===== src/design/scr1_dmem_pkg.sv =====
// Shared widths, encodings, structs and address map, referenced by scoped name in RTL and DV
package scr1_dmem_pkg;

    // ----------------------------------------
    // Widths
    // ----------------------------------------
    localparam int unsigned XLEN = 32;
    localparam int unsigned BE_W = 4;           // One enable per byte lane

    // ----------------------------------------
    // Memory protocol encodings
    // ----------------------------------------
    typedef enum logic {
        MEM_CMD_RD = 1'b0,
        MEM_CMD_WR = 1'b1
    } mem_cmd_e;

    typedef enum logic [1:0] {
        MEM_WIDTH_BYTE = 2'b00,
        MEM_WIDTH_HALF = 2'b01,
        MEM_WIDTH_WORD = 2'b10
    } mem_width_e;

    typedef enum logic [1:0] {
        MEM_RESP_IDLE   = 2'b00,                // No response this cycle
        MEM_RESP_RDY_OK = 2'b01,
        MEM_RESP_RDY_ER = 2'b10
    } mem_resp_e;

    typedef struct packed {
        mem_cmd_e        cmd;
        mem_width_e      width;
        logic [XLEN-1:0] addr;
        logic [XLEN-1:0] wdata;                 // LSB aligned from requester
    } dmem_req_t;

    typedef struct packed {
        mem_resp_e       resp;
        logic [XLEN-1:0] rdata;
    } dmem_rsp_t;

    // Wishbone master side and slave side
    typedef struct packed {
        logic            stb;
        logic [XLEN-1:0] adr;
        logic            we;
        logic [XLEN-1:0] dat;
        logic [BE_W-1:0] sel;
    } wb_req_t;

    typedef struct packed {
        logic [XLEN-1:0] dat;
        logic            ack;
        logic            err;
    } wb_rsp_t;

    // ----------------------------------------
    // Address map
    // ----------------------------------------
    localparam logic [XLEN-1:0] TCM_ADDR_MASK      = 32'hFFFF_F000;
    localparam logic [XLEN-1:0] TCM_ADDR_PATTERN   = 32'h0048_0000;
    localparam int unsigned     TCM_WORDS          = 1024;
    localparam logic [XLEN-1:0] TIMER_ADDR_MASK    = 32'hFFFF_FFE0;
    localparam logic [XLEN-1:0] TIMER_ADDR_PATTERN = 32'h0049_0000;

    // Timer register offsets within its 32-byte window
    localparam logic [4:0] TIMER_OFS_CTRL     = 5'h00;  // Bit 0 is enable
    localparam logic [4:0] TIMER_OFS_MTIME_LO = 5'h08;
    localparam logic [4:0] TIMER_OFS_MTIME_HI = 5'h0C;
    localparam logic [4:0] TIMER_OFS_CMP_LO   = 5'h10;
    localparam logic [4:0] TIMER_OFS_CMP_HI   = 5'h14;

    typedef enum logic [1:0] {
        PORT_TCM   = 2'd0,
        PORT_TIMER = 2'd1,
        PORT_WB    = 2'd2                       // Default target
    } port_sel_e;

    // Byte lanes touched by an access of given width and low address bits
    function automatic logic [BE_W-1:0] byte_en(mem_width_e width, logic [1:0] addr_lo);
        case (width)
            MEM_WIDTH_BYTE: return 4'b0001 << addr_lo;
            MEM_WIDTH_HALF: return addr_lo[1] ? 4'b1100 : 4'b0011;
            default:        return 4'b1111;
        endcase
    endfunction

    // Copy LSB-aligned write data into every lane it may land on
    function automatic logic [XLEN-1:0] wdata_lanes(mem_width_e width, logic [XLEN-1:0] wdata);
        case (width)
            MEM_WIDTH_BYTE: return {4{wdata[7:0]}};
            MEM_WIDTH_HALF: return {2{wdata[15:0]}};
            default:        return wdata;
        endcase
    endfunction

endpackage


===== src/design/scr1_dmem_wb.sv =====
// Bridge from the data memory protocol to single Wishbone strobe/ack/err cycles
`timescale 1ns/1ps

module scr1_dmem_wb (
    input  logic                     clk_i,
    input  logic                     rst_n_i,
    input  logic                     req_i,
    output logic                     req_ack_o,
    input  scr1_dmem_pkg::dmem_req_t cmd_i,
    output scr1_dmem_pkg::dmem_rsp_t rsp_o,
    output scr1_dmem_pkg::wb_req_t   wb_o,
    input  scr1_dmem_pkg::wb_rsp_t   wb_i
);

    logic                           stb_q;    // Bus cycle open
    logic                           start;
    logic                           done;     // Slave ends the cycle
    logic [scr1_dmem_pkg::XLEN-1:0] adr_q;
    logic                           we_q;
    logic [scr1_dmem_pkg::XLEN-1:0] dat_q;
    logic [scr1_dmem_pkg::BE_W-1:0] sel_q;
    scr1_dmem_pkg::mem_resp_e       resp_q;
    logic [scr1_dmem_pkg::XLEN-1:0] rdata_q;

    assign req_ack_o = ~stb_q;                // One bus cycle at a time
    assign start     = req_i & ~stb_q;
    assign done      = stb_q & (wb_i.ack | wb_i.err);

    // ----------------------------------------
    // Cycle control
    // ----------------------------------------
    always_ff @(posedge clk_i or negedge rst_n_i) begin
        if (!rst_n_i) begin
            stb_q  <= 1'b0;
            resp_q <= scr1_dmem_pkg::MEM_RESP_IDLE;
        end else begin
            if (start) begin
                stb_q <= 1'b1;
            end else if (done) begin
                stb_q <= 1'b0;
            end
            if (done) begin
                resp_q <= wb_i.err ? scr1_dmem_pkg::MEM_RESP_RDY_ER
                                   : scr1_dmem_pkg::MEM_RESP_RDY_OK;
            end else begin
                resp_q <= scr1_dmem_pkg::MEM_RESP_IDLE;
            end
        end
    end

    // Bus payload and read data
    always_ff @(posedge clk_i) begin
        if (start) begin
            adr_q <= {cmd_i.addr[scr1_dmem_pkg::XLEN-1:2], 2'b00};   // Word aligned
            we_q  <= cmd_i.cmd == scr1_dmem_pkg::MEM_CMD_WR;
            dat_q <= scr1_dmem_pkg::wdata_lanes(cmd_i.width, cmd_i.wdata);
            sel_q <= scr1_dmem_pkg::byte_en(cmd_i.width, cmd_i.addr[1:0]);
        end
        if (done) begin
            rdata_q <= wb_i.dat;
        end
    end

    assign wb_o.stb = stb_q;
    assign wb_o.adr = adr_q;
    assign wb_o.we  = we_q;
    assign wb_o.dat = dat_q;
    assign wb_o.sel = sel_q;

    assign rsp_o.resp  = resp_q;
    assign rsp_o.rdata = rdata_q;

endmodule


===== config.mk =====
export PLATFORM = sky130hd
export DESIGN_NAME = scr1_dmem_wb
export DESIGN_NICKNAME = d
export VERILOG_FILES = /design/src/design/scr1_dmem_pkg.sv /design/src/design/scr1_dmem_wb.sv
export SDC_FILE = /design/constraint.sdc
export NUM_CORES = 1
export LEC_CHECK = 0
export BUFFER_PORTS_ARGS = -buffer_cell sky130_fd_sc_hd__buf_4
export CORE_ASPECT_RATIO = 0.75
export CORE_MARGIN = 1.5
export CORE_UTILIZATION = 47
export DETAILED_ROUTE_END_ITERATION = 6
export GPL_TIMING_DRIVEN = 0
export HOLD_SLACK_MARGIN = 0.08
export PLACE_DENSITY = 0.85
export RECOVER_POWER = 25
export REMOVE_ABC_BUFFERS = 1
export SLEW_MARGIN = 20
export SYNTH_ARGS = -nofsm -noshare
export SYNTH_HDL_FRONTEND = slang
export SYNTH_SLANG_ARGS = --single-unit

===== constraint.sdc =====
create_clock -name clk_i -period 8.1 [get_ports clk_i]
set_input_delay 1.62 -clock clk_i [delete_from_list [all_inputs] [get_ports clk_i]]
set_output_delay 1.62 -clock clk_i [all_outputs]
set_load 0.05 [all_outputs]

# ---- After elaboration in Yosys (flattened, before gate mapping)
# Index checks and enable logic that the tools add are counted.
dict set report classes {
  n_reduce_logical 2
  shifts 1
  bitwise 4
  mux 7
  eq_ne 1
}
# op n
set op_table {}
lappend op_table {{case mux 32 bit (2 select lines)} 1}
lappend op_table {{case mux 4 bit (2 select lines)} 1}
lappend op_table {{2-to-1 mux 2 bit} 2}
lappend op_table {{2-to-1 mux 4 bit} 1}
lappend op_table {{left shift 1 x 2 -> 4 bit, first input constant} 1}
lappend op_table {{bitwise AND 1 bit} 2}
lappend op_table {{equality test 2 x 1 -> 1 bit, second input constant} 1}
lappend op_table {{logical NOT 2 bit} 1}
lappend op_table {{2-to-1 mux 1 bit} 2}
lappend op_table {{nonzero test 2 bit} 1}
lappend op_table {{NOT 1 bit} 1}
lappend op_table {{OR 1 bit} 1}
dict set report totals {
  in_bits 104
  output_inout_bits 105
  ff_bits 102
  word_cells 22
}

# ---- Logic depth before layout (Yosys ltp)
# Gate-level depths: netlist (run 1).
dict set report logic_depth {
  depth_word 4
  depth_mapped 4
  mapped_depth_nobuf 2
}

# ---- Worst setup path before layout (run 1)
# OpenSTA, ideal clock, no wires.
dict set report synth_timing {
  kind {input to register}
  start {in req_i}
  end {reg adr_q[10] in the netlist's numbering (enable)}
  arrival_time_ns 4.582
  n_path_buf 0
  setup_time_ns 0.501
  setup_slack_ns 3.016
  required_time_ns 7.599
  cell_stages 1
  path_cell_list {nor2b_1}
}
dict set report synth_via {
  elab_chain_len 1
}
# item line
set synth_rtl {}
lappend synth_rtl {{from (decl)} scr1_dmem_wb.sv:7} ;# input logic req_i,
lappend synth_rtl {{bitwise AND 1 bit} scr1_dmem_wb.sv:26} ;# assign start = req_i & ~stb_q;
lappend synth_rtl {{to (signal assigned)} scr1_dmem_wb.sv:54} ;# adr_q <= {cmd_i.addr[scr1_dmem_pkg::XLEN-1:2], 2'b00};
lappend synth_rtl {{to (decl)} scr1_dmem_wb.sv:18} ;# logic [scr1_dmem_pkg::XLEN-1:0] adr_q;
# No other way between the ends.
# A chain may end at the register's enable or synchronous reset.

# ---- Worst setup path in the final report (run 1)
dict set report layout_timing {
  start {reg stb_q}
  end {out req_ack_o}
}
dict set report layout_via {
  elab_chain_len 1
}
# item line
set layout_rtl {}
lappend layout_rtl {{from (decl)} scr1_dmem_wb.sv:15} ;# logic stb_q;
lappend layout_rtl {{from (signal assigned)} scr1_dmem_wb.sv:34} ;# stb_q <= 1'b0;
lappend layout_rtl {{from (signal assigned)} scr1_dmem_wb.sv:38} ;# stb_q <= 1'b1;
lappend layout_rtl {{from (signal assigned)} scr1_dmem_wb.sv:40} ;# stb_q <= 1'b0;
lappend layout_rtl {{NOT 1 bit} scr1_dmem_wb.sv:25} ;# assign req_ack_o = ~stb_q;
lappend layout_rtl {{to (decl)} scr1_dmem_wb.sv:8} ;# output logic req_ack_o,
# No other way between the ends.

==> results of run 1 <==
[Yosys cell counts (2+ instances only)]
cell type and instances:
a21o_1 2, buf_4 4, buf_6 3, dfrtp_1 3, edfxtp_1 99, inv_1 2
mux2_1 2, mux2_2 14, mux2i_1 8, nand2_1 8, nor2_1 3, nor3b_1 2
o21ai_2 8, o21bai_1 2
[per-layer routing]
layer | vias to the layer above | track usage, %
met5 | - | 0
li1 | 1066 | -
met3 | 8 | 5.09
met4 | 0 | 5.97
met1 | 1077 | 22.9
met2 | 97 | 36.0
[metrics by stage]
stage	utilization (%)	setup WS, ns	instance area [um^2]	instances	power (mW)
3_3_place_gp	70.6	1.68	5200	467	0.905
4_1_cts	75.9	5.26	5590	487	1.32
6_report	75.3	5.28	5550	487	1.30
5_1_grt	75.3	5.21	5550	487	1.34
3_5_place_dp	72.3	5.20	5320	471	0.919
2_1_floorplan	-	3.02	3520	160	0.803
[registers in the layout (all words and copies together), names as in the netlist]
| name | cells |
|---|---|
| dat_q | 32 |
| rdata_q | 32 |
| adr_q | 30 |
| sel_q | 4 |
| resp_q | 2 |
| stb_q | 1 |
| we_q | 1 |
[power groups by stage]
stage | Clock (mW) | Combinational, mW | Sequential (mW)
6_report | 0.401 | 0.268 | 0.633
5_1_grt | 0.427 | 0.278 | 0.637
4_1_cts | 0.413 | 0.274 | 0.634
3_5_place_dp | 0 | 0.273 | 0.646
3_3_place_gp | 0 | 0.256 | 0.649
2_1_floorplan | 0 | 0.0335 | 0.770
[worst max path at each step]
| stage | from | end | slack [ns] | cells past startpoint |
|---|---|---|---|---|
| after floorplan | req_i | adr_q[10] | 3.02 | 1 |
| final | stb_q | req_ack_o | 5.28 | 2 |
| after detailed placement | req_i | dat_q[18] | 5.20 | 4 |
| after global placement | req_i | dat_q[18] | 1.68 | 2 |
| after global routing | stb_q | req_ack_o | 5.21 | 2 |
| after CTS | stb_q | req_ack_o | 5.26 | 2 |
[logic make-up (layout without fill, tap and decap cells)]
family	count (synthesis)	count (layout)	share of synthesized area (%)
compound gates	12	12	2.78
buf+inv	10	228	2.40
flops	102	102	84.7
mux	24	24	7.23
other cells	1	2	0.104
simple gates	18	18	2.78
[cells in the final DEF (no fill, tap or decap)]
master / count
o21ai_2: 8
nor2_1: 2
clkbuf_8: 10
nand2b_4: 1
and2_1: 1
nor2_4: 2
buf_4: 133
conb_1: 2
nand2_1: 8
dfrtp_1: 3
o21bai_1: 2
mux2i_1: 8
buf_16: 4
nor2b_4: 1
bufinv_16: 4
mux2_1: 2
nor3b_1: 2
or2_2: 1
edfxtp_1: 99
clkbuf_1: 12
mux2_2: 14
inv_1: 2
clkbuf_4: 63
a21o_1: 2
[cell type report]
class                           count  area, um^2  area share, %
Tap cell                          101         126           2.28
Sequential cell                   102        3050           54.9
Multi-Input combinational cell     56         483           8.70
Inverter                            2        7.51          0.135
Clock inverter                      4         120           2.16
Timing Repair Buffer              210        1620           29.2
Clock buffer                       12         145           2.62
==> summary.md, run 1 <==
| Metric | Value |
|---|---|
| Core ar. | `0.00736 mm^2` |
| Syn. warnings | `0` |
| Die area | `0.00820 mm^2` |
| Reg2Reg Setup Slack | `6.48 ns` |
| Ant diodes | `0` |
| Slew HR | `64.1%` |
| Routed length on met3 | `460 um` |
| WHS Endpoint | `resp_q[1]` |
| Worst hold slack | `0.641 ns` |
| FP Rows | `27` |
| Fin crit share | `34.8%` |
| Cell taking the most area after synthesis | `edfxtp_1` |
| Hold path start | `stb_q` |
| Via count | `2248` |
| Nature of the critical path endpoint | `primary output` |
| R2r startpoint | `stb_q` |
| Comb pwr share | `20.6%` |
| CP cell instances | `inv_1 -> buf_4` |
| Cts bufs inserted | `9` |
| Post-synth EDFFs | `99` |
| Hold buffer count at cts | `0` |
| Grt total ovfl | `0` |
| CTS tree | `done` |
| CTS max path bufs | `2` |
| Data arrival time of the critical path | `1.20 ns` |
| WP buf/inv | `2` |
| Post-synthesis register bit count | `102` |
| Height of the die | `78.8 um` |
| Setup Total Neg Slack | `0 ns` |
| FF-to-FF End | `dat_q[7]` |
| FF-to-FF path depth | `3` |
| Sequential group share of total power | `48.6%` |
| Worst-path fanout max | `5` |
| CTS H-tree lvls | `3` |
| Initial DRC count | `88` |
| Sequential-to-total area share from yosys stat | `84.7%` |
| Net Sw Frac | `26.3%` |
| Global-route wire length before repair | `12.0 mm` |
| Syn_area_per_cell | `21.5 um^2` |
| Mapped Area | `0.00360 mm^2` |
| Pins Over Slew Limit | `0` |
| Area added between synthesis and finish | `54.2%` |
| FILL cells | `488` |
| Hold depth | `1` |
| Final setup fails | `0` |
| ANT nets after route | `0` |
| I/O Buffers | `206` |
| Final WL | `7.99 mm` |
| Total track usage | `19.6%` |
| Clk slew on worst S/H paths | `0.08 ns` |
| PwrDens | `235 mW/mm^2` |
| Synth Instances | `167` |
| Clk pwr share | `30.8%` |
| Chip width | `104 um` |
| Top cells by area, synth | `edfxtp_1, mux2_2, mux2i_1` |
| Routed WL per cell | `16.4 um` |
| Number of setup buffers added after CTS | `0` |
| M1 wire length | `3.04 mm` |
| Post-CTS resize count | `0` |
| Ys flop type | `edfxtp_1` |
| Root buffer cell | `clkbuf_8` |
| CP delay by family, top | `flip-flops` |
| # Max-Cap Violations | `0` |
| Peak supply drop | `149 uV` |
| Status | `finished clean` |
| Synth top area share | `82.6%` |
| CP max stage cell | `dfrtp_1` |
| Count of cell types in the netlist | `21` |
| Worst slew pin tran | `0.537 ns` |
| Number of global-route vias before repair | `2270` |
| CTS Sinks | `102` |
| Remaining DRCs | `0` |
| Startpoint Class | `flip-flop` |
| Largest net degree at the start of global routing | `30` |
| Initial Utilization | `48.9%` |
| Min Tclk post-route | `2.82 ns` |
| Max incr delay on CP | `0.45 ns` |
| NetSw | `0.343 mW` |
| GP Congestion | `0.797` |
| Post-DR vias/cell | `4.62` |
| DR WL met2 | `4.38 mm` |
| Hold Path Class | `flip-flop to flip-flop` |
| First-pass DRT Iterations | `4` |
| Worst Path Required | `6.48 ns` |
| Max Used Layer | `met4` |
| Kind of critical path | `flip-flop to primary output` |
| Fraction of layout cells with a size suffix above 1 | `62.4%` |
| Nets | `485` |
| Leak pwr | `2.31 nW` |
| DP HPWL | `6.19 mm` |
| Final Hold Fails | `0` |
| Initial antenna violation count | `0` |
| RSZ-0062 raised after global routing | `false` |
| Clk_skew | `0.00581 ns` |
| I/O pin count | `209` |
| Post-synth ARST share | `2.94%` |
| Worst-skew pair later-pin latency | `0.34 ns` |
| F_max | `0.355 GHz` |
| Internal | `0.960 mW` |
No activity file was read; power rests on OpenSTA's default activity.
==> inputs of run 2 (changes only) <==
--- a/config.mk
+++ b/config.mk
@@ -8,11 +8,11 @@
 export BUFFER_PORTS_ARGS = -buffer_cell sky130_fd_sc_hd__buf_4
 export CORE_ASPECT_RATIO = 0.75
 export CORE_MARGIN = 1.5
-export CORE_UTILIZATION = 47
+export CORE_UTILIZATION = 39
 export DETAILED_ROUTE_END_ITERATION = 6
 export GPL_TIMING_DRIVEN = 0
 export HOLD_SLACK_MARGIN = 0.08
-export PLACE_DENSITY = 0.85
+export PLACE_DENSITY = 0.75
 export RECOVER_POWER = 25
 export REMOVE_ABC_BUFFERS = 1
 export SLEW_MARGIN = 20
==> constraint.sdc (replaced) <==
create_clock -name clk_i -period 2.4 [get_ports clk_i]
set_input_delay 0.48 -clock clk_i [delete_from_list [all_inputs] [get_ports clk_i]]
set_output_delay 0.48 -clock clk_i [all_outputs]
set_load 0.05 [all_outputs]
==> run 2 against run 1 <==
Compared with the run above: non-clock buffer count rose by 1; power rose to 3.6 times the previous value; sequential power rose to 3.4 times the previous value; die area rose by 20%.
==> summary.md, run 2 (synthesized netlist as in run 1, its figures left out) <==
| Metric | Value |
|---|---|
| Core ar. | `0.00901 mm^2 (+22%)` |
| Initial Utilization | `39.9% (-8.9 points)` |
| Total track usage | `16.9% (-2.7 points)` |
| Worst hold slack | `0.333 ns (-0.308 ns)` |
| Initial DRC count | `110 (+25%)` |
| Placement Cell Area | `0.00532 mm^2 (about the same)` |
| Height of the die | `86.2 um (+9.4%)` |
| WP buf/inv | `2 (unchanged)` |
| Peak supply drop | `580 uV (+290%)` |
| Via count | `2327 (+3.5%)` |
| Area added between synthesis and finish | `56.8%` |
| Final WL | `8.54 mm (+6.9%)` |
| F_max | `0.611 GHz` |
| Most common cell after layout, fill and taps aside | `buf_4` |
| Routed WL per cell | `17.1 um (+4.4%)` |
| CP max stage cell | `dfrtp_1` |
| FP Rows | `30 (+11%)` |
| GP Congestion | `0.704 (-12%)` |
| # Max-Cap Violations | `0 (unchanged)` |
| Fin cells | `499 (+2.5%)` |
| Fin crit share | `68.2%` |
| Final instance area | `0.00564 mm^2 (+1.7%)` |
| Worst-skew pair later-pin latency | `0.33 ns (about the same)` |
| CP cell instances | `inv_1 -> buf_4` |
| Max incr delay on CP | `0.44 ns (about the same)` |
| Startpoint Class | `flip-flop` |
| I/O pin count | `209 (unchanged)` |
| DP HPWL | `6.43 mm (+3.8%)` |
| Global-route wire length before repair | `12.2 mm (+2.1%)` |
| Ant diodes | `0 (unchanged)` |
| Commonest cells after routing, fill and taps aside | `buf_4, edfxtp_1, clkbuf_4, mux2_2` |
| Inst Count DP | `482 (+2.3%)` |
| I/O Buffers | `206 (unchanged)` |
| Worst-path fanout max | `5 (unchanged)` |
| Die area | `0.00982 mm^2 (+20%)` |
| RSZ-0062 raised after global routing | `false` |
| Nature of the critical path endpoint | `primary output` |
| Chip width | `114 um (+9.5%)` |
| CTS Sinks | `102 (unchanged)` |
| Status | `finished clean` |
| Clk slew on worst S/H paths | `0.06 ns (-0.02 ns)` |
| Post-CTS resize count | `0 (unchanged)` |
| Final Hold Fails | `0 (unchanged)` |
| Kind of critical path | `flip-flop to primary output` |
| Pins Over Slew Limit | `0 (unchanged)` |
| Min Tclk post-route | `1.64 ns` |
| Cts bufs inserted | `9 (unchanged)` |
| First-pass DRT Iterations | `4 (unchanged)` |
| Clk_skew | `0.00494 ns (-0.000871 ns)` |
| Remaining DRCs | `0 (unchanged)` |
| Post-DR vias/cell | `4.66 (+1.0%)` |
| Leak pwr | `2.35 nW (+1.5%)` |
| ANT nets after route | `0 (unchanged)` |
| Worst Path Required | `1.92 ns (-4.56 ns)` |
| Final setup fails | `0 (unchanged)` |
| Setup Total Neg Slack | `0 ns (unchanged)` |
| CP delay by family, top | `flip-flops` |
| Grt total ovfl | `0 (unchanged)` |
| CTS tree | `done` |
| Largest regs | `dat_q: 32 flops, rdata_q: 32 flops, adr_q: 30 flops` |
| Number of global-route vias before repair | `2282 (+0.53%)` |
| Hold Path Class | `input pin to flip-flop` |
| Nets | `486 (+0.21%)` |
| CTS max path bufs | `2 (unchanged)` |
| Largest net degree at the start of global routing | `31 (+3.3%)` |
| Data arrival time of the critical path | `1.16 ns (-0.04 ns)` |
| Initial antenna violation count | `0 (unchanged)` |
| PwrDens | `833 mW/mm^2 (+250%)` |
| Fraction of layout cells with a size suffix above 1 | `62.8% (+0.36 points)` |
| Root buffer cell | `clkbuf_16` |
| CTS H-tree lvls | `3 (unchanged)` |
-- run 2: layout make-up --
class                           count  area, um^2
Clock inverter                      7         121
Fill cell                         684        3370
Sequential cell                   102        3050
Timing Repair Buffer              211        1620
Clock buffer                        9         225
Multi-Input combinational cell     56         483
Tap cell                          112         140
Inverter                            2        7.51
-- run 2: through the flow --
step | power [mW] | utilization (%) | worst slack (ns)
3_5_place_dp | 3.10 | 59.1 | 0.685
5_1_grt | 4.85 | 62.6 | 0.683
2_1_floorplan | 2.71 | - | -1.73
4_1_cts | 4.76 | 63.0 | 0.748
6_report | 4.70 | 62.6 | 0.763
3_3_place_gp | 3.06 | 57.8 | -2.90
-- run 2: per-layer routing --
| layer | GRT usage, % | wire length (um) | vias to the layer above |
|---|---|---|---|
| li1 | - | - | 1073 |
| met1 | 20.4 | 3300 | 1135 |
| met2 | 28.4 | 4480 | 107 |
| met3 | 6.08 | 639 | 12 |
| met4 | 5.91 | 123 | 0 |
| met5 | 0 | 0 | - |
-- run 2: path summary, 6_finish.rpt --
path,from,endpoint,slack [ns],cells past startpoint
max,stb_q,req_ack_o,0.76,2
min,wb_i[0],resp_q[0],0.33,2
max reg2reg,stb_q,adr_q[16],0.88,4
min reg2reg,stb_q,resp_q[1],0.63,1
max in group asynchronous,rst_n_i,resp_q[1],1.74,2
min in group asynchronous,rst_n_i,resp_q[0],0.50,2
-- run 2: power by group --
group	switching, mW	leakage [nW]	internal (mW)	total (mW)
clock network	0.629	0.165	1.02	1.65
logic	0.599	1.21	0.305	0.904
registers	0.0352	0.975	2.11	2.14
-- run 2: what timing repair did --
item,in CTS,in global routing
hold buffers,1,0
setup buffers,0,0
setup endpoints to repair,0,0
endpoints found under the hold margin,3,0
==> inputs of run 3 (changes only) <==
--- a/config.mk
+++ b/config.mk
@@ -8,11 +8,11 @@
 export BUFFER_PORTS_ARGS = -buffer_cell sky130_fd_sc_hd__buf_4
 export CORE_ASPECT_RATIO = 0.75
 export CORE_MARGIN = 1.5
-export CORE_UTILIZATION = 39
+export CORE_UTILIZATION = 43
 export DETAILED_ROUTE_END_ITERATION = 6
 export GPL_TIMING_DRIVEN = 0
 export HOLD_SLACK_MARGIN = 0.08
-export PLACE_DENSITY = 0.75
+export PLACE_DENSITY = 0.79
 export RECOVER_POWER = 25
 export REMOVE_ABC_BUFFERS = 1
 export SLEW_MARGIN = 20
==> constraint.sdc (replaced) <==
create_clock -name clk_i -period 1.6 [get_ports clk_i]
set_input_delay 0.32 -clock clk_i [delete_from_list [all_inputs] [get_ports clk_i]]
set_output_delay 0.32 -clock clk_i [all_outputs]
set_load 0.05 [all_outputs]
==> run 3 against run 2 <==
Compared with the run above: combinational power increased by 48%; worst hold slack got worse by 0.18 ns; die area is 9.0% lower; critical path type unchanged; sequential power increased by 50%; utilization up 6.1 points; sequential share of layout area up 1.5 points.
==> summary.md, run 3 (synthesized netlist as in run 1, its figures left out) <==
| Metric | Value |
|---|---|
| Initial antenna violation count | `0 (unchanged)` |
| Post-route setup slack | `0.0703 ns (-0.692 ns)` |
| CTS H-tree lvls | `3 (unchanged)` |
| Routed WL per cell | `16.4 um (-4.2%)` |
| Ant diodes | `0 (unchanged)` |
| Area added between synthesis and finish | `52.7%` |
| Post-DR vias/cell | `4.55 (-2.4%)` |
| CTS max path bufs | `2 (unchanged)` |
| CTS tree | `done` |
| Crit path from | `stb_q` |
| Hold depth | `2 (unchanged)` |
| Hold Path Class | `input pin to flip-flop` |
| Chip width | `109 um (-4.6%)` |
| Most common cell after layout, fill and taps aside | `buf_4` |
| Data arrival time of the critical path | `1.21 ns (+0.05 ns)` |
| Height of the die | `82.2 um (-4.6%)` |
| Worst-path fanout max | `6 (+1)` |
| Die area | `0.00893 mm^2 (-9.0%)` |
| Core ar. | `0.00799 mm^2 (-11%)` |
| FP Rows | `28 (-6.7%)` |
| Nets | `486 (unchanged)` |
| Worst hold slack | `0.156 ns (-0.176 ns)` |
| Worst-skew pair later-pin latency | `0.35 ns (+0.02 ns)` |
| Largest net degree at the start of global routing | `30 (-3.2%)` |
| Fin crit share | `95.6%` |
| Remaining DRCs | `0 (unchanged)` |
| Leak pwr | `2.28 nW (-2.8%)` |
| Final Hold Fails | `0 (unchanged)` |
| R2r startpoint | `stb_q` |
| RSZ-0062 raised after global routing | `false` |
| FF-to-FF End | `rdata_q[31]` |
| Largest regs | `dat_q: 32 flops, rdata_q: 32 flops, adr_q: 30 flops` |
| Fraction of layout cells with a size suffix above 1 | `63.3% (+0.52 points)` |
| F_max | `0.654 GHz` |
| Kind of critical path | `flip-flop to primary output` |
| Startpoint Class | `flip-flop` |
| Via count | `2239 (-3.8%)` |
| Setup Total Neg Slack | `0 ns (unchanged)` |
| Nature of the critical path endpoint | `primary output` |
| Worst slew pin tran | `0.559 ns` |
| Number of global-route vias before repair | `2254 (-1.2%)` |
| Initial Utilization | `45.1% (+5.1 points)` |
| Final setup fails | `0 (unchanged)` |
| Pins Over Slew Limit | `0 (unchanged)` |
| Status | `finished clean` |
| CTS Sinks | `102 (unchanged)` |
| ANT nets after route | `0 (unchanged)` |
| First-pass DRT Iterations | `4 (unchanged)` |
| Root buffer cell | `clkbuf_8` |
| Global-route wire length before repair | `11.3 mm (-7.3%)` |
| PwrDens | `1140 mW/mm^2 (+36%)` |
| # Max-Cap Violations | `0 (unchanged)` |
| GP Congestion | `0.761 (+8.0%)` |
| Grt total ovfl | `0 (unchanged)` |
| Final WL | `8.07 mm (-5.6%)` |
| Fin cells | `492 (-1.4%)` |
| Clk slew on worst S/H paths | `0.10 ns (+0.04 ns)` |
| I/O Buffers | `206 (unchanged)` |
| Inst Count DP | `474 (-1.7%)` |
| Worst Path Required | `1.28 ns (-0.64 ns)` |
| Total track usage | `17.7% (+0.82 points)` |
| DP HPWL | `6.20 mm (-3.6%)` |
| Initial DRC count | `41 (-63%)` |
| I/O pin count | `209 (unchanged)` |
| Final instance area | `0.00549 mm^2 (-2.6%)` |
| Slew HR | `62.6%` |
| Worst setup endpoint | `req_ack_o` |
| Peak supply drop | `670 uV (+16%)` |
| Placement Cell Area | `0.00529 mm^2 (-0.54%)` |
| FF-to-FF path depth | `3 (-1)` |
| Commonest cells after routing, fill and taps aside | `buf_4, edfxtp_1, clkbuf_4, mux2_2, clkbuf_8` |
| Reg2Reg Setup Slack | `0.11 ns (-0.77 ns)` |
| Cts bufs inserted | `9 (unchanged)` |
| Setup WS pre-CTS | `-0.0153 ns (-0.701 ns)` |
| Min Tclk post-route | `1.53 ns` |
| Clk_skew | `0.00749 ns (+0.00254 ns)` |
[run 3: metrics by stage]
stage	util (%)	total power, mW
floorplan	-	4.07
global placement	65.1	4.58
detailed placement	66.2	4.63
CTS	69.2	6.32
global route	68.8	6.44
finish	68.8	6.24
[run 3: how the worst min path moves through the flow]
stage	startpoint	end	slack [ns]
finish	wb_i[0]	resp_q[0]	0.16
global placement	rst_n_i	resp_q[1]	0.11
global route	cmd_i[57]	adr_q[25]	0.13
floorplan	rst_n_i	resp_q[0]	0.02
detailed placement	rst_n_i	stb_q	0.11
CTS	cmd_i[50]	adr_q[18]	0.11
[run 3: report_power, final]
group | internal [mW] | switching [mW]
sequential | 3.16 | 0.0517
clock | 0.825 | 0.867
combinational | 0.451 | 0.890
[run 3: layout make-up]
class                           instances  area (um^2)
Clock buffer                           11          151
Clock inverter                          5         65.1
Fill cell                             575         2490
Inverter                                2         7.51
Multi-Input combinational cell         57          492
Sequential cell                       102         3050
Tap cell                              105          131
Timing Repair Buffer                  210         1600
[run 3: worst max-delay path, cell delays in order (launching register included)]
cell and delay (ns):
dfrtp_2 0.48, inv_1 0.15, buf_4 0.22
[run 3: timing repair]
item	4_1_cts	5_1_grt
setup endpoints to repair	27	0
buffers inserted	0	0
hold buffers	1	0
endpoints found under the hold margin	3	0
resized for setup	1	0
[run 3: metal layers]
metal | part of all wire, % | track usage [%]
met5 | 0 | 0
met2 | 53 | 31.9
met3 | 8.7 | 6.44
met4 | 1.8 | 9.08
met1 | 36 | 18.3
